===== src/hdl/mipsExPkg.sv =====
/*
 * shared definitions for the MIPS execute stage
 * word and register address widths, opcode, funct and ALU codes,
 * forward selects and the two views of an instruction word
 */

package mipsExPkg;

    ////////////////////////////////////////////////////////////
    // widths
    ////////////////////////////////////////////////////////////

    // data path word
    localparam int dataWidth = 32;
    // 32 registers
    localparam int regAddrWidth = 5;

    ////////////////////////////////////////////////////////////
    // opcode field values
    ////////////////////////////////////////////////////////////

    // all R-format share opcode 0, funct selects the operation
    localparam logic [5:0] opRType = 6'd0;
    // branch on equal
    localparam logic [5:0] opBeq = 6'd4;
    // branch on not equal
    localparam logic [5:0] opBne = 6'd5;
    // load word
    localparam logic [5:0] opLw = 6'd35;
    // store word
    localparam logic [5:0] opSw = 6'd43;

    // funct field values, R-format only
    localparam logic [5:0] fnAdd = 6'd32;
    localparam logic [5:0] fnSub = 6'd34;
    localparam logic [5:0] fnAnd = 6'd36;
    localparam logic [5:0] fnOr = 6'd37;
    // set on less than, unsigned compare
    localparam logic [5:0] fnSlt = 6'd42;

    ////////////////////////////////////////////////////////////
    // ALU control codes
    ////////////////////////////////////////////////////////////

    localparam logic [3:0] aluAnd = 4'd0;
    localparam logic [3:0] aluOr = 4'd1;
    localparam logic [3:0] aluAdd = 4'd2;
    localparam logic [3:0] aluSub = 4'd6;
    localparam logic [3:0] aluSlt = 4'd7;
    // nor exists in the ALU, decode never selects it
    localparam logic [3:0] aluNor = 4'd12;

    // operand forward selects
    // register file data
    localparam logic [1:0] fwdReg = 2'd0;
    // result two stages ahead
    localparam logic [1:0] fwdWb = 2'd1;
    // result one stage ahead, wins over WB
    localparam logic [1:0] fwdMem = 2'd2;

    ////////////////////////////////////////////////////////////
    // instruction word
    ////////////////////////////////////////////////////////////

    // same 32 bits, read as R-format or as I-format
    typedef union packed {
        struct packed {
            logic [5:0] opcode;
            logic [regAddrWidth-1:0] rs;
            logic [regAddrWidth-1:0] rt;
            logic [regAddrWidth-1:0] rd;
            logic [4:0] shamt;
            logic [5:0] funct;
        } rView;
        struct packed {
            logic [5:0] opcode;
            logic [regAddrWidth-1:0] rs;
            logic [regAddrWidth-1:0] rt;
            // sign extended in decode
            logic [15:0] immediate;
        } iView;
    } instrWord;

endpackage


===== src/hdl/operandForward.sv =====
/*
 * operandForward: forwarding unit and operand multiplexers
 * for both source registers, MEM ahead of WB, r0 never forwarded
 */

`timescale 1ns/1ps

module operandForward (
    input  logic [mipsExPkg::regAddrWidth-1:0] rs,
    input  logic [mipsExPkg::regAddrWidth-1:0] rt,
    input  logic [mipsExPkg::dataWidth-1:0]    regDataA,
    input  logic [mipsExPkg::dataWidth-1:0]    regDataB,
    input  logic [mipsExPkg::regAddrWidth-1:0] memRd,
    input  logic [mipsExPkg::regAddrWidth-1:0] wbRd,
    input  logic                               memRegWrite,
    input  logic                               wbRegWrite,
    input  logic [mipsExPkg::dataWidth-1:0]    memResult,
    input  logic [mipsExPkg::dataWidth-1:0]    wbResult,
    output logic [mipsExPkg::dataWidth-1:0]    operandA,
    output logic [mipsExPkg::dataWidth-1:0]    operandB
);

    import mipsExPkg::*;

    ////////////////////////////////////////////////////////////
    // forward select
    ////////////////////////////////////////////////////////////

    // one rule for both sources
    function automatic logic [1:0] pickSource(
        input logic [regAddrWidth-1:0] src,
        input logic [regAddrWidth-1:0] memDest,
        input logic                    memWrites,
        input logic [regAddrWidth-1:0] wbDest,
        input logic                    wbWrites
    );
        logic [1:0] sel;
        // newest producer first
        if (memWrites && (memDest != '0) && (memDest == src)) begin
            sel = fwdMem;
        end else if (wbWrites && (wbDest != '0) && (wbDest == src)) begin
            sel = fwdWb;
        end else begin
            // nobody in flight writes src
            sel = fwdReg;
        end
        return sel;
    endfunction

    logic [1:0] forwardA;
    logic [1:0] forwardB;

    assign forwardA = pickSource(rs, memRd, memRegWrite, wbRd, wbRegWrite);
    assign forwardB = pickSource(rt, memRd, memRegWrite, wbRd, wbRegWrite);

    ////////////////////////////////////////////////////////////
    // operand multiplexers
    ////////////////////////////////////////////////////////////

    // fwdReg and the unused code both fall to register data
    always_comb begin
        case (forwardA)
            fwdMem:  operandA = memResult;
            fwdWb:   operandA = wbResult;
            default: operandA = regDataA;
        endcase
    end

    // operandB doubles as store data for sw
    always_comb begin
        case (forwardB)
            fwdMem:  operandB = memResult;
            fwdWb:   operandB = wbResult;
            default: operandB = regDataB;
        endcase
    end

endmodule


===== src/hdl/opDecode.sv =====
/*
 * opDecode: two level instruction decode
 * opcode gives stage controls, funct refines the ALU code for R-format,
 * plus destination register select and immediate sign extension
 */

`timescale 1ns/1ps

module opDecode (
    input  mipsExPkg::instrWord                instruction,
    output logic [3:0]                         aluCtrl,
    output logic                               useImm,
    output logic                               regWrite,
    output logic                               memRead,
    output logic                               memWrite,
    output logic                               isBeq,
    output logic                               isBne,
    output logic [mipsExPkg::dataWidth-1:0]    immValue,
    output logic [mipsExPkg::regAddrWidth-1:0] writeReg
);

    import mipsExPkg::*;

    // opcode level results
    logic       isRType;
    logic [3:0] baseAluCtrl;
    logic       baseRegWrite;

    // funct level results
    logic [3:0] functAluCtrl;
    logic       functKnown;

    ////////////////////////////////////////////////////////////
    // level one, opcode
    ////////////////////////////////////////////////////////////

    always_comb begin
        // unknown opcode ends up here, no controls, plain add
        isRType      = 1'b0;
        baseAluCtrl  = aluAdd;
        baseRegWrite = 1'b0;
        useImm       = 1'b0;
        memRead      = 1'b0;
        memWrite     = 1'b0;
        isBeq        = 1'b0;
        isBne        = 1'b0;
        case (instruction.rView.opcode)
            opRType: begin
                // operation comes from funct below
                isRType      = 1'b1;
                baseRegWrite = 1'b1;
            end
            opBeq: begin
                // compare by subtraction
                baseAluCtrl = aluSub;
                isBeq       = 1'b1;
            end
            opBne: begin
                baseAluCtrl = aluSub;
                isBne       = 1'b1;
            end
            opLw: begin
                // address = base + offset
                useImm       = 1'b1;
                memRead      = 1'b1;
                baseRegWrite = 1'b1;
            end
            opSw: begin
                useImm   = 1'b1;
                memWrite = 1'b1;
            end
            default: begin
                baseAluCtrl = aluAdd;
            end
        endcase
    end

    ////////////////////////////////////////////////////////////
    // level two, funct
    ////////////////////////////////////////////////////////////

    always_comb begin
        functKnown = 1'b1;
        case (instruction.rView.funct)
            fnAdd:   functAluCtrl = aluAdd;
            fnSub:   functAluCtrl = aluSub;
            fnAnd:   functAluCtrl = aluAnd;
            fnOr:    functAluCtrl = aluOr;
            fnSlt:   functAluCtrl = aluSlt;
            default: begin
                // illegal funct, treated like illegal opcode
                functAluCtrl = aluAdd;
                functKnown   = 1'b0;
            end
        endcase
    end

    // funct only matters for R-format
    assign aluCtrl  = isRType ? functAluCtrl : baseAluCtrl;
    assign regWrite = baseRegWrite & (~isRType | functKnown);

    // rd for R-format, rt otherwise (lw)
    assign writeReg = isRType ? instruction.rView.rd : instruction.iView.rt;

    // 16 bit offset to full word
    assign immValue = {{(dataWidth - 16){instruction.iView.immediate[15]}},
                       instruction.iView.immediate};

endmodule


===== src/hdl/aluExecute.sv =====
/*
 * aluExecute: second operand select, ALU, branch resolution
 * and the EX/MEM boundary register
 */

`timescale 1ns/1ps

module aluExecute (
    input  logic                               clock,
    input  logic                               WriteEnable,
    input  logic                               inValid,
    input  logic [mipsExPkg::dataWidth-1:0]    operandA,
    input  logic [mipsExPkg::dataWidth-1:0]    operandB,
    input  logic [3:0]                         aluCtrl,
    input  logic                               useImm,
    input  logic [mipsExPkg::dataWidth-1:0]    immValue,
    input  logic [mipsExPkg::regAddrWidth-1:0] writeReg,
    input  logic                               regWrite,
    input  logic                               memRead,
    input  logic                               memWrite,
    input  logic                               isBeq,
    input  logic                               isBne,
    output logic [mipsExPkg::dataWidth-1:0]    aluResult,
    output logic [mipsExPkg::dataWidth-1:0]    storeData,
    output logic [mipsExPkg::regAddrWidth-1:0] regWriteAddress,
    output logic                               resultValid,
    output logic                               regWriteOut,
    output logic                               memReadOut,
    output logic                               memWriteOut,
    output logic                               branchTaken
);

    import mipsExPkg::*;

    logic [dataWidth-1:0] aluInB;
    logic [dataWidth-1:0] aluOut;
    logic                 aluZero;
    logic                 takeBranch;

    ////////////////////////////////////////////////////////////
    // ALU
    ////////////////////////////////////////////////////////////

    // immediate for lw and sw, register otherwise
    assign aluInB = useImm ? immValue : operandB;

    always_comb begin
        case (aluCtrl)
            aluAnd: aluOut = operandA & aluInB;
            aluOr:  aluOut = operandA | aluInB;
            aluAdd: aluOut = operandA + aluInB;
            aluSub: aluOut = operandA - aluInB;
            // unsigned compare, result is 0 or 1
            aluSlt: aluOut = {{(dataWidth - 1){1'b0}}, (operandA < aluInB)};
            aluNor: aluOut = ~(operandA | aluInB);
            // codes decode never produces
            default: aluOut = '0;
        endcase
    end

    assign aluZero = (aluOut == '0);

    // beq on equal operands, bne on unequal
    assign takeBranch = (isBeq & aluZero) | (isBne & ~aluZero);

    ////////////////////////////////////////////////////////////
    // EX/MEM register
    ////////////////////////////////////////////////////////////

    // control bits, cleared by reset and by an empty slot
    always_ff @(posedge clock or posedge WriteEnable) begin
        if (WriteEnable) begin
            resultValid <= 1'b0;
            regWriteOut <= 1'b0;
            memReadOut  <= 1'b0;
            memWriteOut <= 1'b0;
            branchTaken <= 1'b0;
        end else begin
            resultValid <= inValid;
            regWriteOut <= inValid & regWrite;
            memReadOut  <= inValid & memRead;
            memWriteOut <= inValid & memWrite;
            branchTaken <= inValid & takeBranch;
        end
    end

    // payload, held while no instruction arrives
    always_ff @(posedge clock) begin
        if (inValid) begin
            aluResult       <= aluOut;
            storeData       <= operandB;
            regWriteAddress <= writeReg;
        end
    end

endmodule


===== src/hdl/exStage.sv =====
/*
 * exStage: execute stage top level
 * forwarding and decode side by side, feeding the ALU stage
 */

`timescale 1ns/1ps

module exStage (
    input  logic                               clock,
    input  logic                               WriteEnable,
    input  logic                               inValid,
    input  mipsExPkg::instrWord                instruction,
    input  logic [mipsExPkg::dataWidth-1:0]    regDataA,
    input  logic [mipsExPkg::dataWidth-1:0]    regDataB,
    input  logic [mipsExPkg::dataWidth-1:0]    memResult,
    input  logic [mipsExPkg::regAddrWidth-1:0] memRd,
    input  logic                               memRegWrite,
    input  logic [mipsExPkg::dataWidth-1:0]    wbResult,
    input  logic [mipsExPkg::regAddrWidth-1:0] wbRd,
    input  logic                               wbRegWrite,
    output logic [mipsExPkg::dataWidth-1:0]    aluResult,
    output logic [mipsExPkg::dataWidth-1:0]    storeData,
    output logic [mipsExPkg::regAddrWidth-1:0] regWriteAddress,
    output logic                               resultValid,
    output logic                               regWriteOut,
    output logic                               memReadOut,
    output logic                               memWriteOut,
    output logic                               branchTaken
);

    import mipsExPkg::*;

    // forwarded operands
    logic [dataWidth-1:0]    operandA;
    logic [dataWidth-1:0]    operandB;

    // decode outputs
    logic [3:0]              aluCtrl;
    logic                    useImm;
    logic [dataWidth-1:0]    immValue;
    logic [regAddrWidth-1:0] writeReg;
    logic                    regWrite;
    logic                    memRead;
    logic                    memWrite;
    logic                    isBeq;
    logic                    isBne;

    ////////////////////////////////////////////////////////////
    // combinational front, no added latency
    ////////////////////////////////////////////////////////////

    operandForward u_forward (
        .rs          (instruction.rView.rs),
        .rt          (instruction.rView.rt),
        .regDataA    (regDataA),
        .regDataB    (regDataB),
        .memRd       (memRd),
        .wbRd        (wbRd),
        .memRegWrite (memRegWrite),
        .wbRegWrite  (wbRegWrite),
        .memResult   (memResult),
        .wbResult    (wbResult),
        .operandA    (operandA),
        .operandB    (operandB)
    );

    opDecode u_decode (
        .instruction (instruction),
        .aluCtrl     (aluCtrl),
        .useImm      (useImm),
        .regWrite    (regWrite),
        .memRead     (memRead),
        .memWrite    (memWrite),
        .isBeq       (isBeq),
        .isBne       (isBne),
        .immValue    (immValue),
        .writeReg    (writeReg)
    );

    // ALU and the one register stage
    aluExecute u_execute (
        .clock           (clock),
        .WriteEnable     (WriteEnable),
        .inValid         (inValid),
        .operandA        (operandA),
        .operandB        (operandB),
        .aluCtrl         (aluCtrl),
        .useImm          (useImm),
        .immValue        (immValue),
        .writeReg        (writeReg),
        .regWrite        (regWrite),
        .memRead         (memRead),
        .memWrite        (memWrite),
        .isBeq           (isBeq),
        .isBne           (isBne),
        .aluResult       (aluResult),
        .storeData       (storeData),
        .regWriteAddress (regWriteAddress),
        .resultValid     (resultValid),
        .regWriteOut     (regWriteOut),
        .memReadOut      (memReadOut),
        .memWriteOut     (memWriteOut),
        .branchTaken     (branchTaken)
    );

endmodule


===== config.mk =====
export PLATFORM = sky130hd
export DESIGN_NAME = exStage
export DESIGN_NICKNAME = d
export VERILOG_FILES = /design/src/hdl/mipsExPkg.sv /design/src/hdl/operandForward.sv /design/src/hdl/opDecode.sv /design/src/hdl/aluExecute.sv /design/src/hdl/exStage.sv
export SDC_FILE = /design/constraint.sdc
export NUM_CORES = 1
export LEC_CHECK = 0
export ABC_AREA = 1
export BUFFER_PORTS_ARGS = -buffer_cell sky130_fd_sc_hd__buf_2
export CAP_MARGIN = 30
export CORE_MARGIN = 2
export CORE_UTILIZATION = 58
export CTS_BUF_LIST = sky130_fd_sc_hd__clkbuf_4
export DETAILED_ROUTE_END_ITERATION = 16
export PLACE_DENSITY_LB_ADDON = 0.05
export REMOVE_ABC_BUFFERS = 1
export SYNTH_ARGS = -nofsm -noshare
export SYNTH_HDL_FRONTEND = slang
export SYNTH_SLANG_ARGS = --single-unit

===== constraint.sdc =====
create_clock -name clock -period 0.8 [get_ports clock]
set_clock_uncertainty 0.1 [all_clocks]
set_input_delay 0.16 -clock clock [delete_from_list [all_inputs] [get_ports clock]]
set_output_delay 0.16 -clock clock [all_outputs]
set_load 0.02 [all_outputs]

==> results of run 1 <==
[repair_timing]
action / 4_1_cts
buffers inserted: 49
hold endpoints to repair: 22
cloned: 2
gates resized for setup: 425
endpoints found under the setup margin: 143
pin swaps: 92
hold buffers: 3
[metrics by stage]
step	setup WS, ps	area (um2)
after floorplan	-3910	11230
after global placement	-3694	15920
after detailed placement	-3943	15920
after CTS	-2876	18350
[logic make-up after synthesis]
| kind of cell | after synthesis | synth area share [%] |
|---|---|---|
| and+or+nand+nor | 994 | 37.39 |
| buffers and inverters | 557 | 19.16 |
| AOI/OAI and AO/OA | 180 | 10.98 |
| adders and majority gates | 101 | 11.03 |
| DFF | 74 | 18.95 |
| xor gates and xnor gates | 33 | 2.493 |
[layer usage]
metal / GRT usage (%) / overflow
met3: 58.75 / 0
met1: 74.47 / 0
met2: 94.03 / 20
met5: 33.86 / 0
met4: 76.62 / 12
==> out/qor.txt, run 1 <==
Status: did not finish
Fail Step: global routing
Halt Reason: [ERROR GRT-0116] Global routing finished with congestion. Check the congestion regions in the DRC Viewer.
CTS buffer count: 9
Post-synthesis sequential area ratio: 18.95%
Clock buffer depth: 2
Distinct cells, synth: 50
GRT Total Usage: 75.73%
I/O Buffers: 248
RePlAce Congestion: 1.058
Number of synthesis warnings: 0
Flip-flop and latch count after synthesis: 74
Syn Inst Count: 1,939
Top post-synthesis cells by count: nand2_1 (565), inv_1 (488), nor2_1 (190), nand3_1 (114), ha_1 (99)
Top-area cell type share of the netlist area: 18.29%
First-pass GRT wire length: 122,900 um
Count leader, synth: nand2_1
Largest net degree at the start of global routing: 43
Dominant synthesized flop cell: edfxtp_1
Placed instance count: 2,789
Clk root buf: clkbuf_4
Post-synth EDFFs: 69
IO Pins: 249
Rows: 51
Asr flop ratio synth: 6.757%
Die Ht: 145.4 um
Initial Util: 59.37%
Post-DP HPWL: 40,330 um
Vias in the first global route: 21.15k
Cell Area, Synth: 11,590 um2
H-tree depth: 3
Chip width: 145.4 um
Avg Inst Size Synth: 5.979 um2
Synth area leader: nand2_1
Ranking of synthesized cells by area: nand2_1 (18%), edfxtp_1 (18%), inv_1 (16%)
Gr ovfl total: 32
Total clock sinks: 74
==> run 2: changes to the inputs <==
--- a/config.mk
+++ b/config.mk
@@ -9,10 +9,9 @@
 export BUFFER_PORTS_ARGS = -buffer_cell sky130_fd_sc_hd__buf_2
 export CAP_MARGIN = 30
 export CORE_MARGIN = 2
-export CORE_UTILIZATION = 58
-export CTS_BUF_LIST = sky130_fd_sc_hd__clkbuf_4
+export CORE_UTILIZATION = 40
 export DETAILED_ROUTE_END_ITERATION = 16
-export PLACE_DENSITY_LB_ADDON = 0.05
+export PLACE_DENSITY_LB_ADDON = 0.15
 export REMOVE_ABC_BUFFERS = 1
 export SYNTH_ARGS = -nofsm -noshare
 export SYNTH_HDL_FRONTEND = slang
==> out/qor.txt, run 2 <==
Commonest non-fill, non-tap cell in the layout: inv_1
Critical path arrival: 4070 ps
Clk root buf: clkbuf_16
Initial Util: 40.50%
Distinct cells, synth: 50
Routed length per placed instance: 17.29 um
Post-DP HPWL: 40,160 um
Synth area leader: nand2_1
Die area: 30,360 um2
Final Util: 72.71%
Final net count: 2,915
Share of post-route cells with drive strength above 1: 52.53%
Flip-flop and latch count after synthesis: 74
Core Area: 28,630 um2
Failing checks: hold timing, setup timing
Largest net degree at the start of global routing: 36
Total clock sinks: 74
Fin crit share: 490.2%
Synth Area in Adders: 11.03%
Top-area cell type share of the netlist area: 18.29%
Leak pwr: 11.01 nW
Setup Viol. Count Final: 145
Ranking of synthesized cells by area: nand2_1 (18%), edfxtp_1 (18%), inv_1 (16%)
Asr flop ratio synth: 6.757%
Min-delay worst type: in -> reg
Count leader, synth: nand2_1
Gr ovfl total: 0
IO Pins: 249
Setup WS post-layout: -3122 ps
Dominant synthesized flop cell: edfxtp_1
Clock buffer depth: 2
Final Hold Vio Count: 1
Startpoint types: input pin
Worst path required time: 940 ps
CP startpoint: memRd[2]
Mux contribution to synthesized area: 0%
Slew HR: 69.05%
Post-synthesis sequential area ratio: 18.95%
Fill cell total of the finished layout: 2,306
Top post-synthesis cells by count: nand2_1 (565), inv_1 (488), nor2_1 (190), nand3_1 (114), ha_1 (99)
Crit. End Element: flop
Tmin final: 3922 ps
Slew Viols, Final: 0
Crit-path most repeated cell: nand2_1
First-pass GRT wire length: 78,110 um
Regs by FF count: u_execute.aluResult x32, u_execute.storeData x32, u_execute.regWriteAddress x5
Status: finished, violations left
Initial antenna violation count: 2
Number of hold buffers added after cts: 1
Simple-gate share of the synthesized area: 37.39%
Actual slew at the worst max-slew pin: 463.8 ps
Drt via density: 4.976
Power Total: 28.08 mW
Peak Freq: 0.2550 GHz
Die Ht: 174.2 um
Setup CP Type: in -> reg
Largest family of logic cells by synthesized area: simple AND/OR/NAND/NOR gates
Area grow syn2layout: 79.53%
Syn Inst Count: 1,939
Most frequent cells in the layout: inv_1 (416), nand2_1 (405), buf_4 (396), buf_2 (241), nand2_2 (133)
Number of synthesis warnings: 0
I/O Buffers: 248
Peak supply drop: 0.0008349 V
Post-synth EDFFs: 69
Antenna cells: 0
Pwr dens: 1349 nW/um2
Post-synthesis xor/xnor area fraction: 2.493%
Vias in the first global route: 14.69k
H-tree depth: 3
Chip width: 174.2 um
Cell Area, Synth: 11,590 um2
Final wirelength: 52,370 um
Rows: 62
RePlAce Congestion: 0.9756
Area of the multi-input gates: 10,240 um2
Flip-flop and latch area: 2197 um2
Compound-Gate Fraction of Synth Area: 10.98%
First-pass DRT Iterations: 7
Max_cap viols: 0
RSZ-0062 raised after global routing: yes
Antenna viol nets, final: 0
DRC viols: 0
Total number of vias: 15.07k
HP Start: instruction[15]
Avg Inst Size Synth: 5.979 um2
Crit-path slowest cell: ha_4
Critical Path Max Stage Delay: 400 ps
TritonCTS clock tree: done
Hold Slack: -13.07 ps
GRT Total Usage: 33.06%
CTS clock-pin slew for the worst setup and hold paths: 70 ps
Crit-path max FO: 7
DR iter-0 viols: 1,049
Hold Path Stages: 3
CTS buffer count: 9
-- run 2: cell counts after synthesis --
No cell type changed its count.
-- run 2: final cells by class --
cell class	instances	area share [%]
clock buffer	10	1.100
clock inverter	6	0.2765
inverter	496	9.173
multi-input combinational	1308	49.22
sequential	74	10.56
tap	384	2.308
timing repair buffer	750	27.37
-- run 2: metrics by stage --
stage	TNS, ps	worst slack [ps]	cell area [um2]	hold slack, ps	instances
floorplan	-172660	-3910	11230	-161.5	1878
global placement	-167270	-3840	16230	-8.786	2924
detailed placement	-169490	-3813	16230	9.756	2924
CTS	-137660	-2945	19670	-24.66	3002
global route	-156020	-3325	20810	-10.20	3028
finish	-146640	-3122	20810	-13.07	3028
-- run 2: path summary, 6_finish.rpt --
kind	endpoint
max in group asynchronous	u_execute.branchTaken$_DFF_PP0_
min	u_execute.regWriteAddress[4]$_DFFE_PP_
max	u_execute.branchTaken$_DFF_PP0_
min in group asynchronous	u_execute.regWriteOut$_DFF_PP0_
-- run 2: cells by family (layout without fill, tap and decap cells) --
group	after synthesis	count (layout)
DFF	74	74
buffers and inverters	557	1262
AOI/OAI and AO/OA	180	180
and+or+nand+nor	994	994
xor gates and xnor gates	33	33
adders and majority gates	101	101
-- run 2: per-layer routing --
metal  GRT usage, %  up-vias  wire length (um)
li1               -     7373                 -
met1          44.30     7077             22620
met2          55.16      553             24620
met3          6.168       64              4159
met4          7.353        0               967
met5              0        -                 0
-- run 2: worst max-delay path: cells and delay by family --
family          cells  cell delay, ps
simple gates       21            2210
buf+inv             8             750
compound gates      3             540
fa+ha+maj           1             400
-- run 2: power breakdown --
group / switching, mW / leakage (nW) / internal (mW)
Clock: 1.90 / 0.134 / 2.40
Combinational: 10.4 / 10.1 / 8.39
Sequential: 0.102 / 0.743 / 4.91
Total: 12.4 / 11.0 / 15.7
-- run 2: what timing repair did --
| action | in CTS | in global routing |
|---|---|---|
| gates cloned | 2 | 2 |
| resized for setup | 640 | 228 |
| setup buffers | 68 | 27 |
| endpoints found under the hold margin | 7 | 1 |
| pin swaps | 162 | 82 |
| setup endpoints to repair | 145 | 145 |
(Power assumes the default switching activity.)
==> run 3: changes to the inputs <==
--- a/config.mk
+++ b/config.mk
@@ -6,11 +6,11 @@
 export NUM_CORES = 1
 export LEC_CHECK = 0
 export ABC_AREA = 1
-export BUFFER_PORTS_ARGS = -buffer_cell sky130_fd_sc_hd__buf_2
 export CAP_MARGIN = 30
 export CORE_MARGIN = 2
 export CORE_UTILIZATION = 40
 export DETAILED_ROUTE_END_ITERATION = 16
+export DONT_BUFFER_PORTS = 1
 export PLACE_DENSITY_LB_ADDON = 0.15
 export REMOVE_ABC_BUFFERS = 1
 export SYNTH_ARGS = -nofsm -noshare
==> constraint.sdc (replaced) <==
create_clock -name clock -period 4.1 [get_ports clock]
set_clock_uncertainty 0.1 [all_clocks]
set_input_delay 0.82 -clock clock [delete_from_list [all_inputs] [get_ports clock]]
set_output_delay 0.82 -clock clock [all_outputs]
set_load 0.02 [all_outputs]
==> out/qor.txt, run 3 (synthesis gave the netlist of run 2 again) <==
Crit-path max FO: 6
CTS clock-pin slew for the worst setup and hold paths: 70 ps
Antenna viol nets, final: 0
Hold Slack: 165.5 ps
Antenna cells: 0
TritonCTS clock tree: done
Most frequent cells in the layout: nand2_1 (465), inv_1 (453), buf_4 (385), nor2_1 (121), nand2_2 (98)
Initial antenna violation count: 2
RePlAce Congestion: 0.9543
Final wirelength: 47,080 um
Status: finished, violations left
Slew Viols, Final: 0
Core Area: 28,630 um2
Area grow syn2layout: 49.55%
Chip width: 174.2 um
Worst path required time: 4240 ps
Worst path top cell family by delay: simple AND/OR/NAND/NOR gates
Total clock sinks: 74
Area of the multi-input gates: 9089 um2
DR iter-0 viols: 935
Peak supply drop: 0.0002086 V
Failing checks: setup timing
Routed length per placed instance: 17.47 um
Post-DP HPWL: 37,670 um
Pwr dens: 282.0 nW/um2
Total number of vias: 13.45k
Regs by FF count: u_execute.aluResult x32, u_execute.storeData x32, u_execute.regWriteAddress x5
Vias in the first global route: 12.83k
Final net count: 2,582
Largest net degree at the start of global routing: 75
Critical path arrival: 4560 ps
DRC viols: 0
Fin crit share: 107.6%
First-pass GRT wire length: 70,350 um
Flip-flop and latch area: 2197 um2
Leak pwr: 9.243 nW
Final Util: 60.57%
Actual slew at the worst max-slew pin: 778.1 ps
CTS buffer count: 9
Clock buffer depth: 2
Commonest non-fill, non-tap cell in the layout: nand2_1
Clk root buf: clkbuf_16
Pre-CTS setup slack: -990.5 ps
Slew HR: 48.07%
Critical Path Max Stage Delay: 270 ps
Startpoint types: input pin
H-tree depth: 3
Tmin final: 4413 ps
Final Hold Vio Count: 0
Initial Util: 40.50%
Die area: 30,360 um2
GRT Total Usage: 30.18%
Drt via density: 4.990
Die Ht: 174.2 um
IO Pins: 249
Share of post-route cells with drive strength above 1: 38.68%
Number of hold buffers added after cts: 0
Fill cell total of the finished layout: 2,678
Gr ovfl total: 0
Setup Viol. Count Final: 6
I/O Buffers: 0
Min-delay worst type: in -> async
Setup CP Type: in -> reg
Rows: 62
Max_cap viols: 0
Setup WS post-layout: -313.2 ps
RSZ-0062 raised after global routing: yes
Crit. End Element: flop
Crit-path most repeated cell: nand2_1
First-pass DRT Iterations: 5
Bufs and invs on worst path: 7
Crit-path slowest cell: ha_4
Peak Freq: 0.2266 GHz
run 3: cell types whose count changed in the layout (fill, tap and decap cells not counted), sizes merged:
cell / previous run / this run
clkinv: 6 / 4
clkbuf: 12 / 11
buf: 747 / 417
dlygate4sd3: 1 / 0
clkinvlp: 2 / 0
inv: 493 / 495
bufinv: 1 / 2
run 3: final timing paths:
| path | from | to | slack [ps] | depth (start not counted) |
|---|---|---|---|---|
| setup / recovery | wbRd[3] | u_execute.branchTaken$_DFF_PP0_ | -310 | 28 |
| min in group clock | inValid | u_execute.resultValid$_DFF_PP0_ | 430 | 0 |
| hold / removal | WriteEnable | u_execute.resultValid$_DFF_PP0_ | 170 | 1 |
| max in group asynchronous | WriteEnable | u_execute.branchTaken$_DFF_PP0_ | 3520 | 1 |
run 3: final cells by class:
cell class                      instances  share of cell area, %
Timing Repair Buffer                  417                  19.48
Multi-Input combinational cell       1308                  52.42
Clock buffer                           11                  1.342
Clock inverter                          5                 0.4546
Tap cell                              384                  2.771
Sequential cell                        74                  12.67
Inverter                              496                  10.85
run 3: repair_timing:
item | CTS | global route
endpoints found under the hold margin | 0 | 0
pin swaps | 103 | 89
gates cloned | 1 | 0
buffers inserted | 47 | 23
resized for setup | 331 | 183
setup endpoints to repair | 23 | 30
run 3: power breakdown:
part / internal [mW] / total (mW) / switching [mW]
logic: 1.31 / 2.87 / 1.57
clock network: 0.533 / 0.893 / 0.360
registers: 0.968 / 1.13 / 0.159
total: 2.81 / 4.89 / 2.08
run 3: metal layers:
metal	global-route usage (%)	vias to the layer above	share of wire (%)
li1	-	6689	-
met1	42.75	6222	46
met2	47.19	480	45
met3	4.199	56	6.4
met4	9.769	0	2.6
met5	0	-	0
run 3: metrics by stage:
stage	instance area (um2)	power [mW]	cells	setup TNS [ps]
finish	17340	4.890	2695	-1133
floorplan	11230	2.334	1878	-25730
CTS	16490	4.671	2675	-445.6
global route	17340	5.203	2695	-3788
detailed placement	14430	3.386	2612	-15870
global placement	14430	3.368	2612	-14500
==> run 4: changes to the inputs <==
--- a/config.mk
+++ b/config.mk
@@ -11,6 +11,7 @@
 export CORE_UTILIZATION = 40
 export DETAILED_ROUTE_END_ITERATION = 16
 export DONT_BUFFER_PORTS = 1
+export GPL_TIMING_DRIVEN = 0
 export PLACE_DENSITY_LB_ADDON = 0.15
 export REMOVE_ABC_BUFFERS = 1
 export SYNTH_ARGS = -nofsm -noshare
==> out/qor.txt, run 4 (synthesis gave the netlist of run 2 again) <==
Peak Freq: 0.2195 GHz
First-pass DRT Iterations: 6
Slew HR: 29.58%
Pwr dens: 283.3 nW/um2
H-tree depth: 3
Fin crit share: 111.1%
Actual slew at the worst max-slew pin: 1054 ps
Clock buffer depth: 2
RePlAce Congestion: 0.9632
Tmin final: 4556 ps
Pint: 2.257 mW
CP startpoint: memRd[2]
Crit-path max FO: 14
Core Area: 28,630 um2
Routed length per placed instance: 17.68 um
First-pass GRT wire length: 62,660 um
DRC viols: 0
Initial Util: 40.50%
Rows: 62
Status: finished, violations left
Commonest non-fill, non-tap cell in the layout: nand2_1
CTS clock-pin slew for the worst setup and hold paths: 60 ps
Final Cell Area: 14,670 um2
Antenna viol nets, final: 0
Bufs and invs on worst path: 5
Failing checks: setup timing
Post-DP HPWL: 32,310 um
IO Pins: 249
Worst path top cell family by delay: simple AND/OR/NAND/NOR gates
Crit. End Element: flop
Final Util: 51.25%
Setup CP Type: in -> reg
Area grow syn2layout: 26.55%
RSZ-0062 raised after global routing: yes
Startpoint types: input pin
Final setup TNS: -927.0 ps
Sw frac: 45.70%
Worst path required time: 4260 ps
Cell Area, Placed: 11,830 um2
Post-Layout Cell Count: 2,360
TritonCTS clock tree: done
Flip-flop and latch area: 2197 um2
Slew Viols, Final: 0
Clock share of power: 20.1%
Gr ovfl total: 0
Clk root buf: clkbuf_16
Initial antenna violation count: 2
Fill cell total of the finished layout: 2,915
Setup WS post-layout: -456.4 ps
Leak pwr: 7.661 nW
Setup Viol. Count Final: 6
Largest net degree at the start of global routing: 75
DR iter-0 viols: 882
GRT Total Usage: 26.72%
Final net count: 2,248
Regs by FF count: u_execute.aluResult x32, u_execute.storeData x32, u_execute.regWriteAddress x5
Antenna cells: 0
Number of hold buffers added after cts: 0
Chip width: 174.2 um
Peak supply drop: 0.0002053 V
Hold Slack: 140.7 ps
Register share of total power: 27.1%
Final Hold Vio Count: 0
Share of post-route cells with drive strength above 1: 23.89%
Comb pwr share: 52.8%
Critical Path Max Stage Delay: 350 ps
Crit-path most repeated cell: nand2_1
Most frequent cells in the layout: nand2_1 (500), inv_1 (464), nor2_1 (149), nand3_1 (83), edfxtp_1 (69)
Die Ht: 174.2 um
Total clock sinks: 74
Final wirelength: 41,730 um
Pre-CTS setup slack: -2609 ps
Die area: 30,360 um2
Min-delay worst type: in -> async
Crit-path slowest cell: a221oi_2
Total number of vias: 12.23k
CTS buffer count: 9
Drt via density: 5.183
Psw: 1.900 mW
Placed instance count: 2,267
Vias in the first global route: 11.54k
Max_cap viols: 0
Power Total: 4.157 mW
I/O Buffers: 0
Area of the multi-input gates: 9032 um2
Critical path arrival: 4710 ps
==> run 4: how the worst max path moves through the flow <==
| stage | to | cells after the start |
|---|---|---|
| after global placement | u_execute.branchTaken$_DFF_PP0_ | 29 |
| after detailed placement | u_execute.branchTaken$_DFF_PP0_ | 29 |
| after floorplan | u_execute.branchTaken$_DFF_PP0_ | 28 |
| after global routing | u_execute.branchTaken$_DFF_PP0_ | 31 |
| final | u_execute.branchTaken$_DFF_PP0_ | 30 |
| after CTS | u_execute.branchTaken$_DFF_PP0_ | 30 |
==> run 4: layer usage <==
metal | vias up | global-route usage [%] | routed length [um]
met5 | - | 0 | 0
met4 | 0 | 8.613 | 1088
met3 | 53 | 4.987 | 3074
met2 | 448 | 42.28 | 18700
met1 | 5704 | 36.66 | 18860
li1 | 6027 | - | -
==> run 4: area by class of cell <==
type	instances	area share [%]
Tap cell	384	3.275
Clock inverter	5	0.3838
Multi-Input combinational cell	1309	61.56
Timing Repair Buffer	81	5.321
Timing Repair inverter	1	0.05117
Inverter	496	12.87
Sequential cell	74	14.98
Clock buffer	10	1.561
==> run 4: what timing repair did <==
item,CTS,global route
pin swaps,42,49
buffers inserted,39,37
setup endpoints to repair,33,26
cloned,3,0
resized for setup,208,204
==> run 4: power groups by stage <==
stage	logic (mW)	registers (mW)	clock network [mW]
global route	2.42	1.14	0.868
finish	2.19	1.13	0.834
CTS	1.89	1.13	0.839
detailed placement	1.64	1.15	0
global placement	1.62	1.15	0
floorplan	1.20	1.13	0
